[src/design/acq_pkg.sv]
// acquisition channel definitions
// sample, buffer and bus widths
// system bus register map
// capture state and trigger edge encodings
package acq_pkg;

  ////////////////////////////////////////
  // sample stream
  ////////////////////////////////////////

  // adc resolution
  localparam int unsigned smp_w = 14;

  // signed two's complement adc word
  typedef logic signed [smp_w-1:0] sample_t;

  // decimation factor, 0 behaves as 1
  localparam int unsigned dec_w = 8;

  typedef logic [dec_w-1:0] dec_t;

  ////////////////////////////////////////
  // capture buffer
  ////////////////////////////////////////

  // 1024 samples deep
  localparam int unsigned buf_aw = 10;

  typedef logic [buf_aw-1:0] buf_addr_t;

  ////////////////////////////////////////
  // system bus
  ////////////////////////////////////////

  // byte addressed, 32 bit words
  localparam int unsigned bus_aw = 16;
  localparam int unsigned bus_dw = 32;

  // sample i of the buffer sits at buf_base + 4*i
  localparam logic [bus_aw-1:0] buf_base = 16'h8000;

  // register offsets below the buffer window
  typedef enum logic [bus_aw-1:0] {
    // bit0 arm, bit1 abort
    REG_CTRL   = 16'h0000,
    // capture state in bits 1:0
    REG_STATUS = 16'h0004,
    REG_DEC    = 16'h0008,
    REG_LEVEL  = 16'h000C,
    REG_EDGE   = 16'h0010,
    // samples stored after the trigger
    REG_POST   = 16'h0014,
    // buffer index of the trigger sample
    REG_TPTR   = 16'h0018,
    REG_WPTR   = 16'h001C
  } reg_addr_t;

  ////////////////////////////////////////
  // capture control
  ////////////////////////////////////////

  typedef enum logic [1:0] {
    ACQ_IDLE  = 2'd0,
    ACQ_ARMED = 2'd1,
    ACQ_POST  = 2'd2,
    ACQ_DONE  = 2'd3
  } acq_state_t;

  typedef enum logic {
    TRG_RISE = 1'b0,
    TRG_FALL = 1'b1
  } trg_edge_t;

endpackage : acq_pkg

[src/design/acq_control.sv]
// capture controller
// state machine idle/armed/post/done
// post trigger sample counter, trigger pointer capture
`timescale 1ns/1ps

module acq_control (
  // clock and reset
  input  logic                bus,
  input  logic                ctl_rst,
  // software commands, one cycle pulses
  input  logic                arm,
  input  logic                abort,
  // kept samples and trigger
  input  logic                dec_vld,
  input  logic                trg,
  // samples stored after the trigger
  input  acq_pkg::buf_addr_t  post,
  // current buffer write position
  input  acq_pkg::buf_addr_t  wptr,
  // buffer write control
  output logic                wr_en,
  output logic                wr_clr,
  // status
  output acq_pkg::acq_state_t state,
  output acq_pkg::buf_addr_t  tptr,
  output logic                acq_done
);

  import acq_pkg::*;

  ////////////////////////////////////////
  // capture fsm
  ////////////////////////////////////////

  // kept samples since the trigger
  buf_addr_t cnt;

  always_ff @(posedge bus) begin
    if (ctl_rst) begin
      state <= ACQ_IDLE;
      cnt   <= '0;
    end else if (abort) begin
      // abort wins over a same cycle arm
      state <= ACQ_IDLE;
    end else if (arm) begin
      state <= ACQ_ARMED;
    end else begin
      case (state)
        ACQ_ARMED: begin
          if (trg) begin
            cnt   <= '0;
            // zero post ends right after the trigger sample
            state <= (post == '0) ? ACQ_DONE : ACQ_POST;
          end
        end
        ACQ_POST: begin
          if (dec_vld) begin
            if (cnt == post - 1'b1) begin
              state <= ACQ_DONE;
            end else begin
              cnt <= cnt + 1'b1;
            end
          end
        end
        // idle and done wait for a command
        default: begin
          state <= state;
        end
      endcase
    end
  end

  // trigger sample lands at the current wptr
  always_ff @(posedge bus) begin
    if (ctl_rst) begin
      tptr <= '0;
    end else if (state == ACQ_ARMED && trg && !arm && !abort) begin
      tptr <= wptr;
    end
  end

  ////////////////////////////////////////
  // buffer control
  ////////////////////////////////////////

  // registered arm resets the write pointer
  always_ff @(posedge bus) begin
    if (ctl_rst) begin
      wr_clr <= 1'b0;
    end else begin
      wr_clr <= arm;
    end
  end

  // store while waiting for and after the trigger
  assign wr_en = (state == ACQ_ARMED) || (state == ACQ_POST);

  assign acq_done = (state == ACQ_DONE);

endmodule : acq_control

[config.mk]
export PLATFORM = sky130hd
export DESIGN_NAME = acq_control
export DESIGN_NICKNAME = d
export VERILOG_FILES = /design/src/design/acq_pkg.sv /design/src/design/acq_control.sv
export SDC_FILE = /design/constraint.sdc
export NUM_CORES = 1
export LEC_CHECK = 0
export BUFFER_PORTS_ARGS = -buffer_cell sky130_fd_sc_hd__buf_2
export CORE_MARGIN = 1.5
export CORE_UTILIZATION = 35
export CTS_CLUSTER_DIAMETER = 60
export DETAILED_ROUTE_END_ITERATION = 10
export PLACE_DENSITY = 0.63
export SYNTH_ARGS = -nofsm -noshare
export SYNTH_HDL_FRONTEND = slang
export SYNTH_SLANG_ARGS = --single-unit
[constraint.sdc]
create_clock -name bus -period 5.8 [get_ports bus]
set_clock_uncertainty 0.05 [all_clocks]
set_input_delay 0.29 -clock bus [delete_from_list [all_inputs] [get_ports bus]]
set_output_delay 0.29 -clock bus [all_outputs]
set_load 0.1 [all_outputs]
Word level (Yosys, flattened, before mapping)
Index checks and enable logic that the tools add are counted.

Input port bits: 26. Word-level logic and storage cells: 44. Output and inout bits: 15. Flip-flop bits (word level): 23.

Muxes and demuxes: 10. Bitwise logic cells: 2. Add/sub/neg operators: 2. Reduce and logical (&&, ||, !) cells: 14. Eq/ne operators: 11.

Operator list (count): $mux 10 (3); $pmux 10 s2 (1); $add 10x1->10 const B (1); $eq 10x10->1 (1); $logic_not 10->1 (1); $sub 10x1->10 const B (1); $ne 3x3->1 const B (3); $ne 2x2->1 const B (4); $reduce_and 4->1 (2); $mux 2 (3); $reduce_and 6->1 (1); $eq 2x2->1 const B (2); $pmux 2 s2 (1); $logic_and 1x1->1 (3); $reduce_bool 3->1 (1); $reduce_or 3->1 (1); $eq 2x1->1 const B (1); $logic_not 1->1 (2); $mux 1 (2); $not 1->1 (2); $reduce_bool 2->1 (1); $reduce_or 2->1 (1); $logic_or 1x1->1 (1).

Depth between registers and ports, before layout
Gate-level depths: netlist of run 1.

Depth after elaboration: 6. Gate-level depth with buffers: 10. Depth with buffers taken out: 8.

Worst setup path after synthesis of run 1
No wires, ideal clock.

Path kind: reg2reg. Start point: register state[0]. End point: register cnt[7]. Data required time: 5658 ps. Period minus slack after synthesis: 2910 ps. Library setup time: 92 ps. Cell stages (with the launch flop): 10. Slack: 2890 ps. Buffers on the path: 2. Data arrival time: 2767 ps. Path through: dfxtp_1 -> inv_1 -> ha_1 -> buf_2 -> inv_1 -> clkbuf_1 -> o211a_1 -> inv_1 -> or4_1 -> o32ai_1.

Word-level cells in the longest chain between the ends: 3. Elaborated cells between the ends (all ways): 8. Classes of those cells: 5 x eq/ne; 1 x mux; 2 x reduce/logical.

Ends and longest elaborated chain: start, declared (RTL line acq_control.sv:24) `output acq_pkg::acq_state_t state,`; start signal, assigned (RTL line acq_control.sv:53) `state <= (post == '0) ? ACQ_DONE : ACQ_POST;`; start signal, assigned (RTL line acq_control.sv:67) `state <= state;`; $eq 2x2->1 / $eq 2x1->1 (equally long branches) (RTL line acq_control.sv:48) `case (state)`; $ne 2x2->1 (no source line) / $reduce_bool 2->1 (equally long branches); $reduce_and 6->1 (no source line); end signal, assigned (RTL line acq_control.sv:61) `cnt <= cnt + 1'b1;`; end, declared (RTL line acq_control.sv:36) `buf_addr_t cnt;`.

Parallel ways exist; a longest one is shown, timed or not. A chain may end at the register's enable or synchronous reset.

Worst setup path after layout of run 1
Start point: input port post[0]. End point: register cnt[3].

Word-level cells in the longest chain between the ends: 4.

Ends and longest elaborated chain: start, declared (RTL line acq_control.sv:17) `input acq_pkg::buf_addr_t post,`; $sub 10x1->10 (RTL line acq_control.sv:58) `if (cnt == post - 1'b1) begin`; $eq 10x10->1 (RTL line acq_control.sv:58); $ne 2x2->1 (no source line); $reduce_and 6->1 (no source line).

Every way passes these cells.

==> reports/metrics.cfg, run 1 <==
[final_layout]
multiInputGateArea_um2 = 1060
fin_area_um2 = 1880
regArea_um2 = 460
syn_to_final_growth_pct = 15.7
final_cells = 296
utilization = 0.427
fill_cells = 470
layout.nets = 276
layout-drive-gt1-share = 0.205
antenna_cells = 0

[clock_tree]
clk_pin_slew_ns = 0.08
cts_hold_buf = 0
clk_path_buf_depth = 2
clock-sinks = 23
cts_made_buffers = 3
h-tree-depth = 1
cts_setup_buffers = 0
insertion_delay_ns = 0.26
cts_root_buf = clkbuf_8
cts_repair_resize_count = 0
cts_tree = yes

[synth]
syn-instance-count = 212
netlist_area_um2 = 1630
synth_nets = 243
async_flop_share = 0
synth-edff-count = 0
syn_area_per_cell_um2 = 7.68
synth_cell_types = 47
ys_ff_latch = 23
yosys_warnings = 0
ys.flop_type = dfxtp_1
seq_area_frac_synth = 0.283

[setup_path]
worst_ep_required_time_ns = 5.93
critical_path_class = primary input to register
r2r_end = cnt[8]$_SDFFE_PP0P_
worst_ep_arrival_time_ns = 2.86
rrSetupSlack_ns = 3.20
r2r_start = state[0]$_SDFFE_PP0P_
startpoint = post[0]
critPathMaxFanout = 12
critPathLaunchType = primary input
reg2reg_depth = 8
critPathCaptureType = register
endpoint = cnt[3]$_SDFFE_PP0P_

[drt]
viasPerCell = 5.68
drc = 0
dr.pass1.iters = 4
drt_wl_total_um = 4160
route.detailed.wl_per_inst_um = 14.1
dr.first_iter.drc_count = 74
via_count = 1680
final_antenna_net_count = 0

[grt]
antenna_found_initial = 0
grt_usage = 0.167
grt.overflow.total = 0
grt_start_max_net_pins = 25
grt_pass1_wl_um = 6960
grt_pass1_vias = 1535

[placement]
postPlaceCellArea_um2 = 1840
io_buffers = 40
dp_cells = 292
dp_hpwl_um = 3120
globalplace.congestion = 0.846
pre_cts_slack_ns = 2.86

[timing]
tightest_slew_ns = 1.06
max-slew-margin-rel = 0.285
period_share = 0.471
max_freq_ghz = 0.366
rsz0062_at_grt = false
layout_setup_ws_ns = 3.07
finalSetupViolCount = 0
report.final.slew_viol_count = 0
fin_setup_tns_ns = 0
min_period_ns = 2.73
finalHoldViolations = 0

[floorplan]
num_io_pins = 41
initial_utilization = 0.369
core_area_um2 = 4410
die_h_um = 71.2
row_count = 24
dieArea_um2 = 5070
die_w_um = 71.2

[status]
status = finished, final reports clean

[hold_path]
hp-class = primary input to register

[power]
p_leak_nw = 0.750
vdd_drop_max_v = 0.0000763
p_per_area_nw_per_um2 = 170

[flow_run]
maxCapViolCount = 0

## worst min path at each step
stage	from	endpoint	slack (ns)	cells past startpoint
after floorplan	arm	wr_clr$_SDFF_PP0_	0.37	1
after global placement	tptr[9]$_SDFFE_PP0P_	tptr[9]$_SDFFE_PP0P_	0.39	2
after detailed placement	tptr[4]$_SDFFE_PP0P_	tptr[4]$_SDFFE_PP0P_	0.39	2
after CTS	wptr[8]	tptr[8]$_SDFFE_PP0P_	0.20	3
after global routing	wptr[9]	tptr[9]$_SDFFE_PP0P_	0.20	3
final	wptr[8]	tptr[8]$_SDFFE_PP0P_	0.21	3
## where the power goes
group | leakage [nW] | internal, mW | switching (mW)
logic | 0.538 | 0.0190 | 0.0410
registers | 0.186 | 0.159 | 0.000889
clock network | 0.0255 | 0.0480 | 0.0523
total | 0.750 | 0.226 | 0.0942
## state kept, by name, indices dropped and copies added (netlist names)
name and flops:
tptr 10, wr_clr 1, state 2, cnt 10
## cell type report
type                    count  area share
multi-input cells         163       0.562
well taps                  52      0.0346
clock inverters             1     0.00266
clock buffers               3      0.0219
inverters                  14      0.0279
flip-flops and latches     23       0.245
repair buffers             40       0.106
## synth_stat cells (all sizes together) (2+ instances only)
master / n / area (um^2)
nand4: 9 / 56.3
nand4b: 2 / 17.5
nor3: 5 / 36.3
nor2: 8 / 30.0
dfxtp: 23 / 460
or3: 6 / 37.5
buf: 5 / 30.0
a21oi: 15 / 78.8
nand2: 34 / 128
o21ai: 7 / 35.0
or2: 3 / 18.8
nor4: 2 / 12.5
o211a: 2 / 20.0
o311a: 3 / 30.0
nand3: 3 / 15.0
a311oi: 3 / 26.3
nor2b: 2 / 12.5
clkbuf: 7 / 26.3
and3: 4 / 25.0
ha: 5 / 62.6
xor2: 5 / 43.8
a211oi: 3 / 22.5
a31oi: 10 / 62.6
o32ai: 9 / 78.8
inv: 13 / 48.8
xnor2: 8 / 70.1
## per-stage QoR
stage	power (mW)	hold WS, ns
4_1_cts	0.325	0.199
3_5_place_dp	0.224	0.394
5_1_grt	0.335	0.202
6_report	0.320	0.206
3_3_place_gp	0.223	0.389
2_1_floorplan	0.205	0.368
## routing by layer
metal | global-route usage | wire (um)
met2 | 0.259 | 1910
met4 | 0.0776 | 70
met5 | 0 | 0
met3 | 0.0171 | 148
met1 | 0.233 | 2030
## cells by family (layout without fill, tap and decap cells)
family	count (synthesis)	count (layout)	synth area share
buffers and inverters	26	58	0.0669
XOR/XNOR	13	13	0.0699
AO/OA/AOI/OAI	61	61	0.264
flip-flops	23	23	0.283
adder cells (fa/ha/maj)	5	5	0.0384
AND/OR/NAND/NOR	83	83	0.272
multiplexers	1	1	0.00615
## critical path: stages
cell and delay (ns):
buf_2 0.13, inv_1 0.06, ha_1 0.35, or4b_4 0.52, o21ai_0 0.18, o221ai_1 0.45, a311o_1 0.59, o32ai_1 0.29
## cell usage in the layout, fill, tap and decap left out, drive strengths merged, types with 5 or more instances in the layout
| master | instances |
|---|---|
| o21ai | 7 |
| o32ai | 9 |
| buf | 40 |
| xor2 | 5 |
| inv | 13 |
| nor3 | 5 |
| nand2 | 34 |
| dfxtp | 23 |
| nand4 | 9 |
| a31oi | 10 |
| or3 | 6 |
| nor2 | 8 |
| ha | 5 |
| xnor2 | 8 |
| a21oi | 15 |
(Power assumes the default switching activity.)
==> inputs of run 2 (changes only) <==
==> constraint.sdc (replaced) <==
create_clock -name bus -period 2.68 [get_ports bus]
set_clock_uncertainty 0.05 [all_clocks]
set_input_delay 0.134 -clock bus [delete_from_list [all_inputs] [get_ports bus]]
set_output_delay 0.134 -clock bus [all_outputs]
set_load 0.1 [all_outputs]
==> reports/metrics.cfg, run 2 (synthesized netlist as in run 1, its figures left out) <==
[status]
status = finished, final reports clean  ; unchanged

[clock_tree]
clk_pin_slew_ns = 0.09  ; was 0.08 ns
cts_made_buffers = 3  ; unchanged
cts_root_buf = clkbuf_8  ; unchanged
clk_path_buf_depth = 2  ; unchanged
cts_tree = yes  ; unchanged
h-tree-depth = 1  ; unchanged
clock-sinks = 23  ; unchanged
cts_hold_buf = 0  ; unchanged
cts_setup_buffers = 0  ; unchanged
cts_repair_resize_count = 0  ; unchanged
insertion_delay_ns = 0.27  ; was 0.26 ns

[placement]
dp_cells = 300  ; was 292
dp_hpwl_um = 3200  ; was 3120 um
postPlaceCellArea_um2 = 1900  ; was 1840 um^2
io_buffers = 40  ; unchanged
globalplace.congestion = 0.890  ; was 0.846

[drt]
dr.pass1.iters = 4  ; unchanged
drc = 0  ; unchanged
dr.first_iter.drc_count = 76  ; was 74
viasPerCell = 5.74  ; was 5.68
route.detailed.wl_per_inst_um = 14.2  ; was 14.1 um
final_antenna_net_count = 0  ; unchanged
drt_wl_total_um = 4310  ; was 4160 um
via_count = 1745  ; was 1,680

[floorplan]
dieArea_um2 = 5070  ; unchanged
core_area_um2 = 4410  ; unchanged
row_count = 24  ; unchanged
initial_utilization = 0.369  ; unchanged
die_w_um = 71.2  ; unchanged
num_io_pins = 41  ; unchanged
die_h_um = 71.2  ; unchanged

[final_layout]
final_cells = 304  ; was 296
layout.nets = 284  ; was 276
layout_commonest_cell = buf_2  ; unchanged
utilization = 0.441  ; was 0.427
reg.largest.list = cnt (10), tptr (10), state (2)  ; unchanged
antenna_cells = 0  ; unchanged
fin_area_um2 = 1950  ; was 1880 um^2
layout-drive-gt1-share = 0.238  ; was 0.205
final_cell_mix = buf_2, nand2_1, dfxtp_1  ; unchanged
syn_to_final_growth_pct = 19.5  ; was 15.7%

[power]
p_seq_frac = 0.493  ; was 0.500
power.share.combinational = 0.190  ; was 0.187
p_leak_nw = 0.791  ; was 0.750 nW
p_int_mw = 0.493  ; was 0.226 mW
power_switching_mw = 0.211  ; was 0.0942 mW
vdd_drop_max_v = 0.000193  ; was 0.0000763 V
p_clk_frac = 0.318  ; was 0.313
p_per_area_nw_per_um2 = 361  ; was 170 nW/um^2
p_sw_frac = 0.299  ; was 0.294

[timing]
max-slew-margin-rel = 0.439  ; was 0.285
min_period_ns = 2.22
report.final.slew_viol_count = 0  ; unchanged
tightest_slew_ns = 0.831  ; was 1.06 ns
max_freq_ghz = 0.451
finalSetupViolCount = 0  ; unchanged
period_share = 0.828
finalHoldViolations = 0  ; unchanged
rsz0062_at_grt = false  ; unchanged
fin_setup_tns_ns = 0  ; unchanged

[flow_run]
maxCapViolCount = 0  ; unchanged

[setup_path]
worst_ep_arrival_time_ns = 2.35  ; was 2.86 ns
critical_path_class = register to register  ; was primary input to register
critPathMaxFanout = 4  ; was 12
worst_ep_required_time_ns = 2.81  ; was 5.93 ns
critPathLaunchType = register  ; was primary input
critPathCaptureType = register  ; unchanged

[grt]
grt_pass1_vias = 1572  ; was 1,535
grt.overflow.total = 0  ; unchanged
grt_start_max_net_pins = 25  ; unchanged
grt_usage = 0.171  ; was 0.167
antenna_found_initial = 0  ; unchanged
grt_pass1_wl_um = 7040  ; was 6960 um

[hold_path]
hp-class = primary input to register  ; unchanged

[run 2: stage by stage]
step / hold WS, ns / total power, mW / worst slack (ns)
6_report: 0.0434 / 0.703 / 0.462
5_1_grt: 0.0443 / 0.736 / 0.351
4_1_cts: 0.0410 / 0.708 / 0.519
3_5_place_dp: 0.331 / 0.487 / 0.384
3_3_place_gp: 0.326 / 0.487 / 0.428
2_1_floorplan: 0.212 / 0.444 / 0.119
[run 2: cell type report]
cell class,instances,area [um^2]
fillers,468,2470
inverters,14,52.6
multi-input cells,163,1060
clock inverters,1,5.00
repair buffers,48,260
flip-flops and latches,23,463
clock buffers,3,41.3
well taps,52,65.1
[run 2: critical path: stages (launching register included)]
cell      delay [ns]
dfxtp_1         0.42
xor2_1          0.30
nand4_1         0.14
a211oi_1        0.32
o311ai_0        0.30
o311a_1         0.41
a211oi_1        0.20
[run 2: layer usage]
metal / routed length, um / up-vias / track usage
li1: - / 875 / -
met1: 2010 / 802 / 0.228
met2: 1990 / 61 / 0.272
met3: 233 / 7 / 0.0228
met4: 82 / 0 / 0.0818
met5: 0 / - / 0
[run 2: path summary, 6_finish.rpt]
kind                             start                     to  slack [ns]  cells after the start
setup reg to reg   cnt[9]$_SDFFE_PP0P_  state[0]$_SDFFE_PP0P_        0.46                      6
hold reg to reg   tptr[3]$_SDFFE_PP0P_   tptr[3]$_SDFFE_PP0P_        0.41                      2
setup / recovery   cnt[9]$_SDFFE_PP0P_  state[0]$_SDFFE_PP0P_        0.46                      6
hold / removal                 wptr[9]   tptr[9]$_SDFFE_PP0P_        0.04                      3
[run 2: power by group through the flow]
stage | sequential, mW | combinational (mW) | clock, mW
5_1_grt | 0.347 | 0.145 | 0.244
3_5_place_dp | 0.355 | 0.132 | 0
2_1_floorplan | 0.377 | 0.0669 | 0
4_1_cts | 0.347 | 0.133 | 0.229
3_3_place_gp | 0.355 | 0.132 | 0
6_report | 0.347 | 0.133 | 0.223
==> inputs of run 3 (changes only) <==
==> constraint.sdc (replaced) <==
create_clock -name bus -period 2.07 [get_ports bus]
set_clock_uncertainty 0.05 [all_clocks]
set_input_delay 0.1035 -clock bus [delete_from_list [all_inputs] [get_ports bus]]
set_output_delay 0.1035 -clock bus [all_outputs]
set_load 0.1 [all_outputs]
==> reports/metrics.cfg, run 3 (synthesized netlist as in run 1, its figures left out) <==
[drt]
drc = 0  ; unchanged
dr.pass1.iters = 4  ; unchanged
drt_wl_total_um = 4390  ; was 4310 um
dr.first_iter.drc_count = 53  ; was 76
viasPerCell = 5.61  ; was 5.74
via_count = 1800  ; was 1,745
route.detailed.wl_per_inst_um = 13.7  ; was 14.2 um
final_antenna_net_count = 0  ; unchanged

[floorplan]
num_io_pins = 41  ; unchanged
row_count = 24  ; unchanged
die_h_um = 71.2  ; unchanged
dieArea_um2 = 5070  ; unchanged
core_area_um2 = 4410  ; unchanged
die_w_um = 71.2  ; unchanged
initial_utilization = 0.369  ; unchanged

[grt]
grt_usage = 0.177  ; was 0.171
grt_start_max_net_pins = 25  ; unchanged
grt_pass1_wl_um = 7310  ; was 7040 um
use_met2 = 0.322  ; was 0.272
grt_pass1_vias = 1707  ; was 1,572
use_met1 = 0.214  ; was 0.228
grt.overflow.total = 0  ; unchanged
grt_use_met3 = 0.0128  ; was 0.0228
antenna_found_initial = 0  ; unchanged
busiest_layer = met2  ; unchanged

[setup_path]
critPathMaxFanout = 7  ; was 4
r2r_start = state[1]$_SDFFE_PP0P_  ; was cnt[9]$_SDFFE_PP0P_
rrSetupSlack_ns = 0.14  ; was 0.46 ns
critPathLaunchType = primary input  ; was register
r2r_end = cnt[7]$_SDFFE_PP0P_  ; was state[0]$_SDFFE_PP0P_
startpoint = post[0]  ; was cnt[9]$_SDFFE_PP0P_
reg2reg_depth = 8  ; was 6
worst_ep_required_time_ns = 2.20  ; was 2.81 ns
critPathCaptureType = register  ; unchanged
critical_path_class = primary input to register  ; was register to register
worst_ep_arrival_time_ns = 2.10  ; was 2.35 ns
endpoint = cnt[3]$_SDFFE_PP0P_  ; was state[0]$_SDFFE_PP0P_

[timing]
min_period_ns = 1.97
period_share = 0.953
max-slew-margin-rel = 0.685  ; was 0.439
finalSetupViolCount = 0  ; unchanged
report.final.slew_viol_count = 0  ; unchanged
tightest_slew_ns = 0.466  ; was 0.831 ns
finalHoldViolations = 0  ; unchanged
layout_setup_ws_ns = 0.0970  ; was 0.462 ns
max_freq_ghz = 0.507

[status]
status = finished, final reports clean  ; unchanged

[clock_tree]
clock-sinks = 23  ; unchanged
clk_path_buf_depth = 2  ; unchanged
insertion_delay_ns = 0.26  ; was 0.27 ns
cts_setup_buffers = 0  ; unchanged
cts_root_buf = clkbuf_8  ; unchanged
cts_tree = yes  ; unchanged
cts_made_buffers = 3  ; unchanged
clk_pin_slew_ns = 0.09  ; about the same
cts_hold_buf = 0  ; unchanged
h-tree-depth = 1  ; unchanged

[placement]
io_buffers = 40  ; unchanged
pre_cts_slack_ns = -0.172  ; was 0.384 ns
dp_hpwl_um = 3380  ; was 3200 um
globalplace.congestion = 0.856  ; was 0.890

[power]
p_int_mw = 0.653  ; was 0.493 mW
vdd_drop_max_v = 0.000207  ; was 0.000193 V
p_seq_frac = 0.481  ; was 0.493
finalPower_mw = 0.927  ; was 0.703 mW
power_switching_mw = 0.274  ; was 0.211 mW
p_clk_frac = 0.305  ; was 0.318
p_per_area_nw_per_um2 = 433  ; was 361 nW/um^2
power.share.combinational = 0.214  ; was 0.190
p_sw_frac = 0.296  ; was 0.299
p_leak_nw = 0.893  ; was 0.791 nW

[final_layout]
final_cell_mix = buf_2, nand2_1, buf_4  ; was buf_2, nand2_1, dfxtp_1
antenna_cells = 0  ; unchanged
layout.nets = 301  ; was 284
regArea_um2 = 469  ; was 463 um^2
fill_cells = 432  ; was 468
layout-drive-gt1-share = 0.331  ; was 0.238
layout_commonest_cell = buf_2  ; unchanged
multiInputGateArea_um2 = 1120  ; was 1060 um^2
syn_to_final_growth_pct = 31.4  ; was 19.5%
reg.largest.list = cnt (10), tptr (10), state (2)  ; unchanged

[hold_path]
hp-class = primary input to register  ; unchanged

[flow_run]
maxCapViolCount = 0  ; unchanged

-- run 3: area by class of cell --
| cell class | count | area share |
|---|---|---|
| clock buffer | 3 | 0.0193 |
| sequential | 23 | 0.219 |
| timing repair buffer | 65 | 0.181 |
| inverter | 14 | 0.0246 |
| tap | 52 | 0.0304 |
| multi-input combinational | 163 | 0.523 |
| clock inverter | 1 | 0.00234 |
-- run 3: timing repair --
| item | CTS | global route |
|---|---|---|
| gates cloned | 0 | 0 |
| endpoints found under the hold margin | 0 | 0 |
| endpoints found under the setup margin | 2 | 10 |
| resized for setup | 2 | 8 |
-- run 3: critical path, cell delays in order --
cell and delay, ns:
buf_2 0.10, inv_1 0.05, ha_1 0.20, or4b_4 0.50, a21oi_2 0.19, a221oi_2 0.09
or2_1 0.25, a311o_2 0.40, o32ai_1 0.22
-- run 3: metrics by stage --
stage | utilization | setup TNS [ns] | hold WS, ns | cell area (um^2) | std cells
2_1_floorplan | - | -0.200 | 0.182 | 1670 | 212
3_3_place_gp | 0.463 | -1.10 | 0.295 | 2040 | 317
3_5_place_dp | 0.463 | -1.75 | 0.299 | 2040 | 317
4_1_cts | 0.475 | 0 | 0.0107 | 2100 | 321
5_1_grt | 0.484 | -0.0111 | 0.0291 | 2140 | 321
6_report | 0.484 | 0 | 0.0163 | 2140 | 321
-- run 3: worst min path at each step --
stage,from,endpoint,depth (start not counted)
CTS,wptr[8],tptr[8]$_SDFFE_PP0P_,3
detailed placement,wptr[8],tptr[8]$_SDFFE_PP0P_,3
global placement,wptr[1],tptr[1]$_SDFFE_PP0P_,3
global route,wptr[2],tptr[2]$_SDFFE_PP0P_,3
finish,wptr[8],tptr[8]$_SDFFE_PP0P_,3
floorplan,arm,wr_clr$_SDFF_PP0_,1
-- run 3: power by group through the flow --
stage / sequential [mW] / clock, mW / combinational (mW)
CTS: 0.446 / 0.292 / 0.193
floorplan: 0.486 / 0 / 0.0881
finish: 0.446 / 0.283 / 0.198
global route: 0.447 / 0.309 / 0.215
global placement: 0.457 / 0 / 0.190
detailed placement: 0.457 / 0 / 0.191
-- run 3: layer usage --
metal | vias up | wire [um]
li1 | 903 | -
met1 | 832 | 2030
met2 | 55 | 2070
met3 | 10 | 185
met4 | 0 | 112
met5 | - | 0
